--- config.mk ---
export PLATFORM = sky130hd
export DESIGN_NAME = soc_io_top
export DESIGN_NICKNAME = d
export VERILOG_FILES = /design/src/soc_io_pkg.sv /design/src/io_bus_if.sv /design/src/io_decode.sv /design/src/gpio_port.sv /design/src/led_dimmer.sv /design/src/tick_timer.sv /design/src/soc_io_top.sv
export SDC_FILE = /design/constraint.sdc
export NUM_CORES = 1
export LEC_CHECK = 0
export BUFFER_PORTS_ARGS = -buffer_cell sky130_fd_sc_hd__buf_2
export CORE_MARGIN = 4
export CORE_UTILIZATION = 50
export CTS_CLUSTER_DIAMETER = 50
export DETAILED_ROUTE_END_ITERATION = 16
export PLACE_DENSITY = 0.78
export SETUP_SLACK_MARGIN = 0.5
export SYNTH_ARGS = -nofsm -noshare
export SYNTH_HDL_FRONTEND = slang
export SYNTH_SLANG_ARGS = --single-unit
export TNS_END_PERCENT = 5
--- constraint.sdc ---
create_clock -name clk -period 2.9 [get_ports clk]
set_clock_uncertainty 0.15 [all_clocks]
set_input_delay 0.435 -clock clk [delete_from_list [all_inputs] [get_ports clk]]
set_output_delay 0.435 -clock clk [all_outputs]
set_load 0.01 [all_outputs]
--- src/soc_io_pkg.sv ---
`default_nettype none

package soc_io_pkg;

  // Bus geometry
  localparam int DATA_W = 16;
  localparam int ADDR_W = 16;

  // One-hot address bits
  localparam int ADDR_GPIO_IN_BIT  = 8;
  localparam int ADDR_GPIO_OUT_BIT = 9;
  localparam int ADDR_GPIO_DIR_BIT = 10;
  localparam int ADDR_MISC_BIT     = 11;   // Enables the sub-selector
  localparam int ADDR_TICKS_BIT    = 14;
  localparam int ADDR_CYCLES_BIT   = 15;

  // Sub-selector field, address bits 7..4
  localparam int SUB_LSB = 4;
  localparam int SUB_MSB = 7;

  localparam logic [3:0] SUB_LEDS      = 4'd11;
  localparam logic [3:0] SUB_SDM_RED   = 4'd12;
  localparam logic [3:0] SUB_SDM_GREEN = 4'd13;
  localparam logic [3:0] SUB_SDM_BLUE  = 4'd14;

  // Write mode from address bits 1..0
  typedef enum logic [1:0] {
    OP_WRITE  = 2'd0,
    OP_CLEAR  = 2'd1,
    OP_SET    = 2'd2,
    OP_TOGGLE = 2'd3
  } io_op_e;

  // Register select inside one peripheral
  typedef enum logic [1:0] {
    REG_A = 2'd0,
    REG_B = 2'd1,
    REG_C = 2'd2,
    REG_D = 2'd3
  } io_reg_e;

  // Read-modify-write of a control register
  function automatic logic [DATA_W-1:0] apply_op(input io_op_e           op,
                                                 input logic [DATA_W-1:0] old_val,
                                                 input logic [DATA_W-1:0] wr_val);
    logic [DATA_W-1:0] res;
    case (op)
      OP_WRITE: res = wr_val;
      OP_CLEAR: res = old_val & ~wr_val;   // Clear bits
      OP_SET:   res = old_val | wr_val;    // Set bits
      default:  res = old_val ^ wr_val;    // Toggle bits
    endcase
    return res;
  endfunction

endpackage

`default_nettype wire

--- src/io_bus_if.sv ---
`timescale 1ns/1ps
`default_nettype none

// One decoded bus leg per peripheral
interface io_bus_if;
  import soc_io_pkg::*;

  logic              wr;          // Already qualified by the decoder
  io_op_e            op;          // Modify mode
  io_reg_e           sel;         // Register inside the peripheral
  logic [DATA_W-1:0] wdata;
  logic [DATA_W-1:0] rdata;       // Register named by sel
  logic [DATA_W-1:0] rdata_alt;   // Second read port

  modport host (
    output wr, op, sel, wdata,
    input  rdata, rdata_alt
  );

  modport dev (
    input  wr, op, sel, wdata,
    output rdata, rdata_alt
  );

endinterface

`default_nettype wire

--- src/io_decode.sv ---
`timescale 1ns/1ps
`default_nettype none

module io_decode (
  input  logic                          clk,
  input  logic                          reset_button,
  input  logic                          io_wr,
  input  logic [soc_io_pkg::ADDR_W-1:0] io_addr,
  input  logic [soc_io_pkg::DATA_W-1:0] io_wdata,
  output logic [soc_io_pkg::DATA_W-1:0] io_rdata,
  io_bus_if.host                        gpio_bus,
  io_bus_if.host                        led_bus,
  io_bus_if.host                        timer_bus
);
  import soc_io_pkg::*;

  logic [3:0] sub;         // Sub-selector under the misc bit
  io_op_e     op;
  logic       hit_in;
  logic       hit_out;
  logic       hit_dir;
  logic       hit_gpio;    // Writable GPIO registers only
  logic       hit_led;
  logic       hit_ticks;
  logic       hit_cycles;
  io_reg_e    led_sel;
  io_reg_e    gpio_sel;

  assign sub = io_addr[SUB_MSB:SUB_LSB];
  assign op  = io_op_e'(io_addr[1:0]);

  assign hit_in     = io_addr[ADDR_GPIO_IN_BIT];
  assign hit_out    = io_addr[ADDR_GPIO_OUT_BIT];
  assign hit_dir    = io_addr[ADDR_GPIO_DIR_BIT];
  assign hit_gpio   = hit_out | hit_dir;
  assign hit_ticks  = io_addr[ADDR_TICKS_BIT];
  assign hit_cycles = io_addr[ADDR_CYCLES_BIT];

  // LED block answers to four sub codes only
  always_comb begin
    hit_led = io_addr[ADDR_MISC_BIT];
    case (sub)
      SUB_LEDS:      led_sel = REG_A;
      SUB_SDM_RED:   led_sel = REG_B;
      SUB_SDM_GREEN: led_sel = REG_C;
      SUB_SDM_BLUE:  led_sel = REG_D;
      default: begin
        led_sel = REG_A;
        hit_led = 1'b0;   // Dropped registers read as zero
      end
    endcase
  end

  // OUT and DIR together map to REG_D in the GPIO block
  always_comb begin
    case ({hit_dir, hit_out})
      2'b01:   gpio_sel = REG_B;
      2'b10:   gpio_sel = REG_C;
      2'b11:   gpio_sel = REG_D;
      default: gpio_sel = REG_A;
    endcase
  end

  // GPIO write steering
  assign gpio_bus.wr    = io_wr & hit_gpio;
  assign gpio_bus.op    = op;
  assign gpio_bus.sel   = gpio_sel;
  assign gpio_bus.wdata = io_wdata;

  // LED block loses to GPIO on a shared write
  assign led_bus.wr    = io_wr & hit_led & ~hit_gpio;
  assign led_bus.op    = op;
  assign led_bus.sel   = led_sel;
  assign led_bus.wdata = io_wdata;

  // Timer is lowest priority, cycles are read only
  assign timer_bus.wr    = io_wr & hit_ticks & ~hit_gpio & ~hit_led;
  assign timer_bus.op    = op;
  assign timer_bus.sel   = hit_ticks ? REG_A : REG_B;
  assign timer_bus.wdata = io_wdata;

  // Read data is the OR of every addressed register
  assign io_rdata = (hit_in     ? gpio_bus.rdata_alt  : '0) |
                    (hit_gpio   ? gpio_bus.rdata      : '0) |
                    (hit_led    ? led_bus.rdata       : '0) |
                    (hit_ticks  ? timer_bus.rdata     : '0) |
                    (hit_cycles ? timer_bus.rdata_alt : '0);

  // Steering needs a known address on every write
  a_addr_known : assert property (@(posedge clk) disable iff (reset_button)
    io_wr |-> !$isunknown(io_addr));

endmodule

`default_nettype wire

--- src/gpio_port.sv ---
`timescale 1ns/1ps
`default_nettype none

module gpio_port #(
  parameter int GPIO_W = 8
) (
  input  logic              clk,
  input  logic              reset_button,
  io_bus_if.dev             bus,
  input  logic [GPIO_W-1:0] pin_in,
  output logic [GPIO_W-1:0] pin_out,
  output logic [GPIO_W-1:0] pin_oe
);
  import soc_io_pkg::*;

  // Selects: A input, B output, C direction, D output and direction
  logic [GPIO_W-1:0] out_q;
  logic [GPIO_W-1:0] dir_q;   // 1 drives the pin
  logic [GPIO_W-1:0] in_q;    // Pin sample
  logic              wr_out;
  logic              wr_dir;

  assign wr_out = bus.wr & ((bus.sel == REG_B) | (bus.sel == REG_D));
  assign wr_dir = bus.wr & ((bus.sel == REG_C) | (bus.sel == REG_D));

  always_ff @(posedge clk) begin
    if (reset_button) begin
      out_q <= '0;
      dir_q <= '0;
      in_q  <= '0;
    end else begin
      in_q <= pin_in;   // One cycle to read data
      if (wr_out)
        out_q <= GPIO_W'(apply_op(bus.op, DATA_W'(out_q), bus.wdata));
      if (wr_dir)
        dir_q <= GPIO_W'(apply_op(bus.op, DATA_W'(dir_q), bus.wdata));
    end
  end

  assign pin_out = out_q;
  assign pin_oe  = dir_q;

  always_comb begin
    case (bus.sel)
      REG_A:   bus.rdata = DATA_W'(in_q);
      REG_B:   bus.rdata = DATA_W'(out_q);
      REG_C:   bus.rdata = DATA_W'(dir_q);
      default: bus.rdata = DATA_W'(out_q | dir_q);   // Both bits addressed
    endcase
  end

  // Input register on its own port so it ORs with OUT or DIR
  assign bus.rdata_alt = DATA_W'(in_q);

  // Mode bits come straight from the address
  a_op_known : assert property (@(posedge clk) disable iff (reset_button)
    bus.wr |-> !$isunknown(bus.op));

endmodule

`default_nettype wire

--- src/led_dimmer.sv ---
`timescale 1ns/1ps
`default_nettype none

module led_dimmer #(
  parameter int SDM_W = 16
) (
  input  logic       clk,
  input  logic       reset_button,
  io_bus_if.dev      bus,
  output logic [2:0] led_rgb        // 0 red, 1 green, 2 blue
);
  import soc_io_pkg::*;

  // Selects: A static LEDs, B red, C green, D blue
  logic [3:0]       leds_q;         // Bit 3 kept for software only
  logic [SDM_W-1:0] sdm_rd [3];     // Duty values for readback

  always_ff @(posedge clk) begin
    if (reset_button)
      leds_q <= '0;
    else if (bus.wr && bus.sel == REG_A)
      leds_q <= 4'(apply_op(bus.op, DATA_W'(leds_q), bus.wdata));
  end

  // One modulator per color
  for (genvar i = 0; i < 3; i++) begin : g_sdm
    logic [SDM_W-1:0] level_q;   // Duty setting
    logic [SDM_W-1:0] phase_q;   // Accumulator
    logic             carry_q;   // Pulse out

    always_ff @(posedge clk) begin
      if (reset_button) begin
        level_q <= '0;
        phase_q <= '0;
        carry_q <= 1'b0;
      end else begin
        {carry_q, phase_q} <= phase_q + level_q;   // Carry is next cycle's pulse
        if (bus.wr && bus.sel == io_reg_e'(i + 1))
          level_q <= bus.wdata[SDM_W-1:0];         // Plain write only
      end
    end

    assign sdm_rd[i]  = level_q;
    assign led_rgb[i] = leds_q[i] | carry_q;   // Static bit forces full on
  end

  always_comb begin
    case (bus.sel)
      REG_A:   bus.rdata = DATA_W'(leds_q);
      REG_B:   bus.rdata = DATA_W'(sdm_rd[0]);
      REG_C:   bus.rdata = DATA_W'(sdm_rd[1]);
      default: bus.rdata = DATA_W'(sdm_rd[2]);
    endcase
  end

  assign bus.rdata_alt = '0;   // No second read port here

endmodule

`default_nettype wire

--- src/tick_timer.sv ---
`timescale 1ns/1ps
`default_nettype none

module tick_timer (
  input  logic  clk,
  input  logic  reset_button,
  io_bus_if.dev bus,
  output logic  irq
);
  import soc_io_pkg::*;

  // Selects: A ticks, B cycles
  logic [DATA_W-1:0] ticks_q;
  logic [DATA_W-1:0] cycles_q;
  logic [DATA_W:0]   ticks_inc;   // Carry out marks the wrap

  assign ticks_inc = {1'b0, ticks_q} + 1'b1;

  always_ff @(posedge clk) begin
    if (reset_button) begin
      ticks_q  <= '0;
      cycles_q <= '0;
      irq      <= 1'b0;
    end else begin
      if (bus.wr && bus.sel == REG_A)
        ticks_q <= bus.wdata;                // Load wins over count
      else
        ticks_q <= ticks_inc[DATA_W-1:0];
      irq      <= ticks_inc[DATA_W];          // Wrap seen even on a load
      cycles_q <= cycles_q + 1'b1;           // Free running
    end
  end

  always_comb begin
    case (bus.sel)
      REG_A:   bus.rdata = ticks_q;
      REG_B:   bus.rdata = cycles_q;
      default: bus.rdata = '0;
    endcase
  end

  assign bus.rdata_alt = cycles_q;   // Cycles readable next to ticks

  // Back to back pulses need a reload to all ones
  a_irq_spacing : assert property (@(posedge clk) disable iff (reset_button)
    irq ##1 irq |-> $past(bus.wr && bus.sel == REG_A && bus.wdata == '1, 2));

endmodule

`default_nettype wire

--- src/soc_io_top.sv ---
`timescale 1ns/1ps
`default_nettype none

module soc_io_top #(
  parameter int GPIO_W = 8,
  parameter int SDM_W  = 16
) (
  input  logic                          clk,
  input  logic                          reset_button,
  input  logic                          io_wr,
  input  logic [soc_io_pkg::ADDR_W-1:0] io_addr,
  input  logic [soc_io_pkg::DATA_W-1:0] io_wdata,
  output logic [soc_io_pkg::DATA_W-1:0] io_rdata,
  input  logic [GPIO_W-1:0]             gpio_in,
  output logic [GPIO_W-1:0]             gpio_out,
  output logic [GPIO_W-1:0]             gpio_oe,
  output logic [2:0]                    led_rgb,   // 0 red, 1 green, 2 blue
  output logic                          irq        // One cycle per tick wrap
);

  // One leg per peripheral
  io_bus_if bus_gpio ();
  io_bus_if bus_led ();
  io_bus_if bus_timer ();

  // Address map and read-back OR
  io_decode u_decode (
    .clk          (clk),
    .reset_button (reset_button),
    .io_wr        (io_wr),
    .io_addr      (io_addr),
    .io_wdata     (io_wdata),
    .io_rdata     (io_rdata),
    .gpio_bus     (bus_gpio.host),
    .led_bus      (bus_led.host),
    .timer_bus    (bus_timer.host)
  );

  gpio_port #(
    .GPIO_W (GPIO_W)
  ) u_gpio (
    .clk          (clk),
    .reset_button (reset_button),
    .bus          (bus_gpio.dev),
    .pin_in       (gpio_in),
    .pin_out      (gpio_out),
    .pin_oe       (gpio_oe)
  );

  // Static LEDs plus RGB modulators
  led_dimmer #(
    .SDM_W (SDM_W)
  ) u_led (
    .clk          (clk),
    .reset_button (reset_button),
    .bus          (bus_led.dev),
    .led_rgb      (led_rgb)
  );

  // Ticks and cycles
  tick_timer u_timer (
    .clk          (clk),
    .reset_button (reset_button),
    .bus          (bus_timer.dev),
    .irq          (irq)
  );

endmodule

`default_nettype wire

==> impl_metrics.ini <==
[clocking]
cts_buffers = 17
cts_hold_buf = 0
cts_tree = yes
cts-root-buf = clkbuf_16
cts_num_sinks = 160
clockBufferDepth = 2
clk_pin_slew_ns = 0.07
htree_levels = 4
insertion_delay_ns = 0.44

[setup_path]
path_class = reg -> reg
cp-end-kind = flop
worst_ep_required_time_ns = 3.08
cpPeakStageDelay_ns = 0.38
cp_slowest_cell = o311a_1
start_kind = flop
worstPathArrival_ns = 2.78
cp_max_fo = 4
path_cells = ha_4 -> inv_2 -> fa_2 -> nor2b_4 -> o31a_1 -> o311a_1 -> or3_1 -> a21oi_2 -> mux2_4
critPathTopFamily = compound AO/OA/AOI/OAI gates
critPathBufInv = 1

[final_layout]
syn2layout_area_growth_pct = 12.56
multi_input_area_um2 = 5877
nFillCells = 1643
antennaDiodeCount = 0
regArea_um2 = 3207
final_common_cell = nor2_1
nets = 1276
fin_area_um2 = 10680
final_cell_mix = nor2_1 (177), dfxtp_1 (159), ha_1 (88)
fin_util = 0.5707
drive_gt1_frac = 0.1483

[grt]
grt_max_degree = 63
grt_pass1_wl_mm = 39.84
grt.total_usage = 0.2289
overflow = 0
antenna_found_initial = 0
grt_pass1_vias = 7860

[detailed_routing]
route.met2.wl_mm = 11.61
wl_met1_mm = 11.05
ant_nets = 0
detail_route.first_pass.iterations = 5
wl_met3_mm = 1.290
num_vias = 8207
route.detailed.drc = 0
drtIter0Drc = 663
highest-signal-layer = met4
routedWlPerCell_um = 17.67
viasPerCell = 5.917
wirelength_mm = 24.51

[yosys]
syn_inst = 1088
netlist.area_leader.share = 0.3377
synth-main-ff-cell = dfxtp_1
netlist_area_um2 = 9484
synth_area_leaders = dfxtp_1 (34%), ha_1 (12%), nor2_1 (7.0%)
ys_seq_area_frac = 0.3377
synth-edff-count = 0
syn_area_per_cell_um2 = 8.717
synth_top_area_cell = dfxtp_1
ys_ff_latch = 160
synth-async-reset-ratio = 0
ys_types = 62
synth_warnings = 0
synth_nets = 1224

[power]
p_total_mw = 5.059
powerDensity_nw_per_um2 = 473.9
p_sw_frac = 0.2655
seqPwrFrac = 0.453
pwr-share-comb = 0.098
p_switching_mw = 1.343
leakage_nw = 4.651
peakVddDrop_mv = 0.4290
cell_internal_pwr_mw = 3.716
clkPwrFrac = 0.450

[placed_design]
gp_congestion = 0.9175
port_buffers = 74
placed_area_um2 = 10040
dp_hpwl_mm = 17.84

[timing]
period_minus_slack_ns = 2.603
period_share = 0.8975
setup_viol_count_final = 0
rsz0062_at_grt = true
hold_viol_final = 0
slew_violations = 0
relSlewSlack = 0.4982
worst_pin_slew_ns = 0.7527
finalSetupTns_ns = 0
fmax_mhz = 384.2
timing.hold.ws_ns = 0.04675

[die]
core_area_um2 = 18710
rows = 50
die_y_um = 145.7
die_width_um = 145.7
die_area_um2 = 21240
ios = 79
start_util = 0.5070

[hold_path]
min_path_type = in -> reg

[outcome]
status = completed

[job]
cap_violations = 0
stage by stage:
step | instances | setup slack (ns)
CTS | 1385 | 0.2985
global route | 1387 | 0.2194
floorplan | 1088 | 0.4888
finish | 1387 | 0.2972
detailed placement | 1353 | 0.3162
global placement | 1353 | 0.3694
synth_stat cells (8+ instances only):
| master | n |
|---|---|
| mux2i_1 | 63 |
| inv_1 | 55 |
| clkbuf_1 | 39 |
| a21o_1 | 12 |
| o21a_1 | 10 |
| nor3_1 | 16 |
| mux2_2 | 28 |
| a211oi_1 | 70 |
| ha_1 | 90 |
| a222oi_1 | 16 |
| dfxtp_1 | 160 |
| nor2_1 | 177 |
| a21oi_1 | 52 |
| or3_1 | 9 |
| buf_1 | 8 |
| xor2_1 | 21 |
| xnor2_1 | 24 |
| a22oi_1 | 8 |
| nor2b_1 | 26 |
| o21ai_0 | 27 |
| nand2_1 | 37 |
| nand3_1 | 27 |
| o22ai_1 | 16 |
area by class of cell:
cell class,count,share of cell area
repair buffers,90,0.04770
flip-flops and latches,160,0.3004
clock inverters,14,0.01442
multi-input cells,816,0.5505
clock buffers,18,0.04020
inverters,55,0.01934
well taps,234,0.02743
what timing repair did:
action                     CTS  global route
setup endpoints to repair   24            33
pin swaps                    0             8
gates resized for setup      0            11
gates cloned                 0             0
setup buffers                0             2
path summary, 6_finish.rpt:
check / slack (ns) / endpoint / startpoint / cells past startpoint
min: 0.05 / u_gpio.in_q[7] / gpio_in[7] / 2
max reg2reg: 0.30 / u_led.g_sdm[0].phase_q[12] / u_led.g_sdm[0].level_q[0] / 9
min reg2reg: 0.34 / u_timer.irq / u_timer.ticks_q[15] / 2
max: 0.30 / u_led.g_sdm[0].phase_q[12] / u_led.g_sdm[0].level_q[0] / 9
sequential cells by signal, summed over array words and instances, names as in the netlist:
signal,count
u_timer.ticks_q,16
u_led.g_sdm.level_q,48
u_led.g_sdm.phase_q,48
u_gpio.pin_oe,8
u_timer.irq,1
u_gpio.pin_out,8
u_led.g_sdm.carry_q,3
u_led.leds_q,4
u_timer.bus.rdata_alt,16
u_gpio.in_q,8
power groups by stage:
stage	Combinational (mW)	Sequential (mW)	Clock [mW]
final	0.494	2.29	2.27
after detailed placement	0.485	2.34	0
after global placement	0.467	2.34	0
after global routing	0.546	2.29	2.39
after floorplan	0.313	2.33	0
after CTS	0.489	2.29	2.30
cells by family (layout without fill, tap and decap cells):
logic type                 after synthesis  count (layout)  share of synthesized area
and+or+nand+nor                        334             334                     0.1616
xor gates and xnor gates                45              45                    0.04156
DFF                                    160             160                     0.3377
muxes                                   92              92                     0.1009
adders and majority gates               93              93                     0.1251
buffers and inverters                  112             177                    0.04670
AOI/OAI and AO/OA                      252             252                     0.1864
routing by layer:
| metal | vias up | GRT usage |
|---|---|---|
| met3 | 50 | 0.05076 |
| li1 | 4005 | - |
| met1 | 3904 | 0.3010 |
| met4 | 0 | 0.08167 |
| met5 | - | 0 |
| met2 | 248 | 0.3712 |
Power figures use the tool's default switching activity.
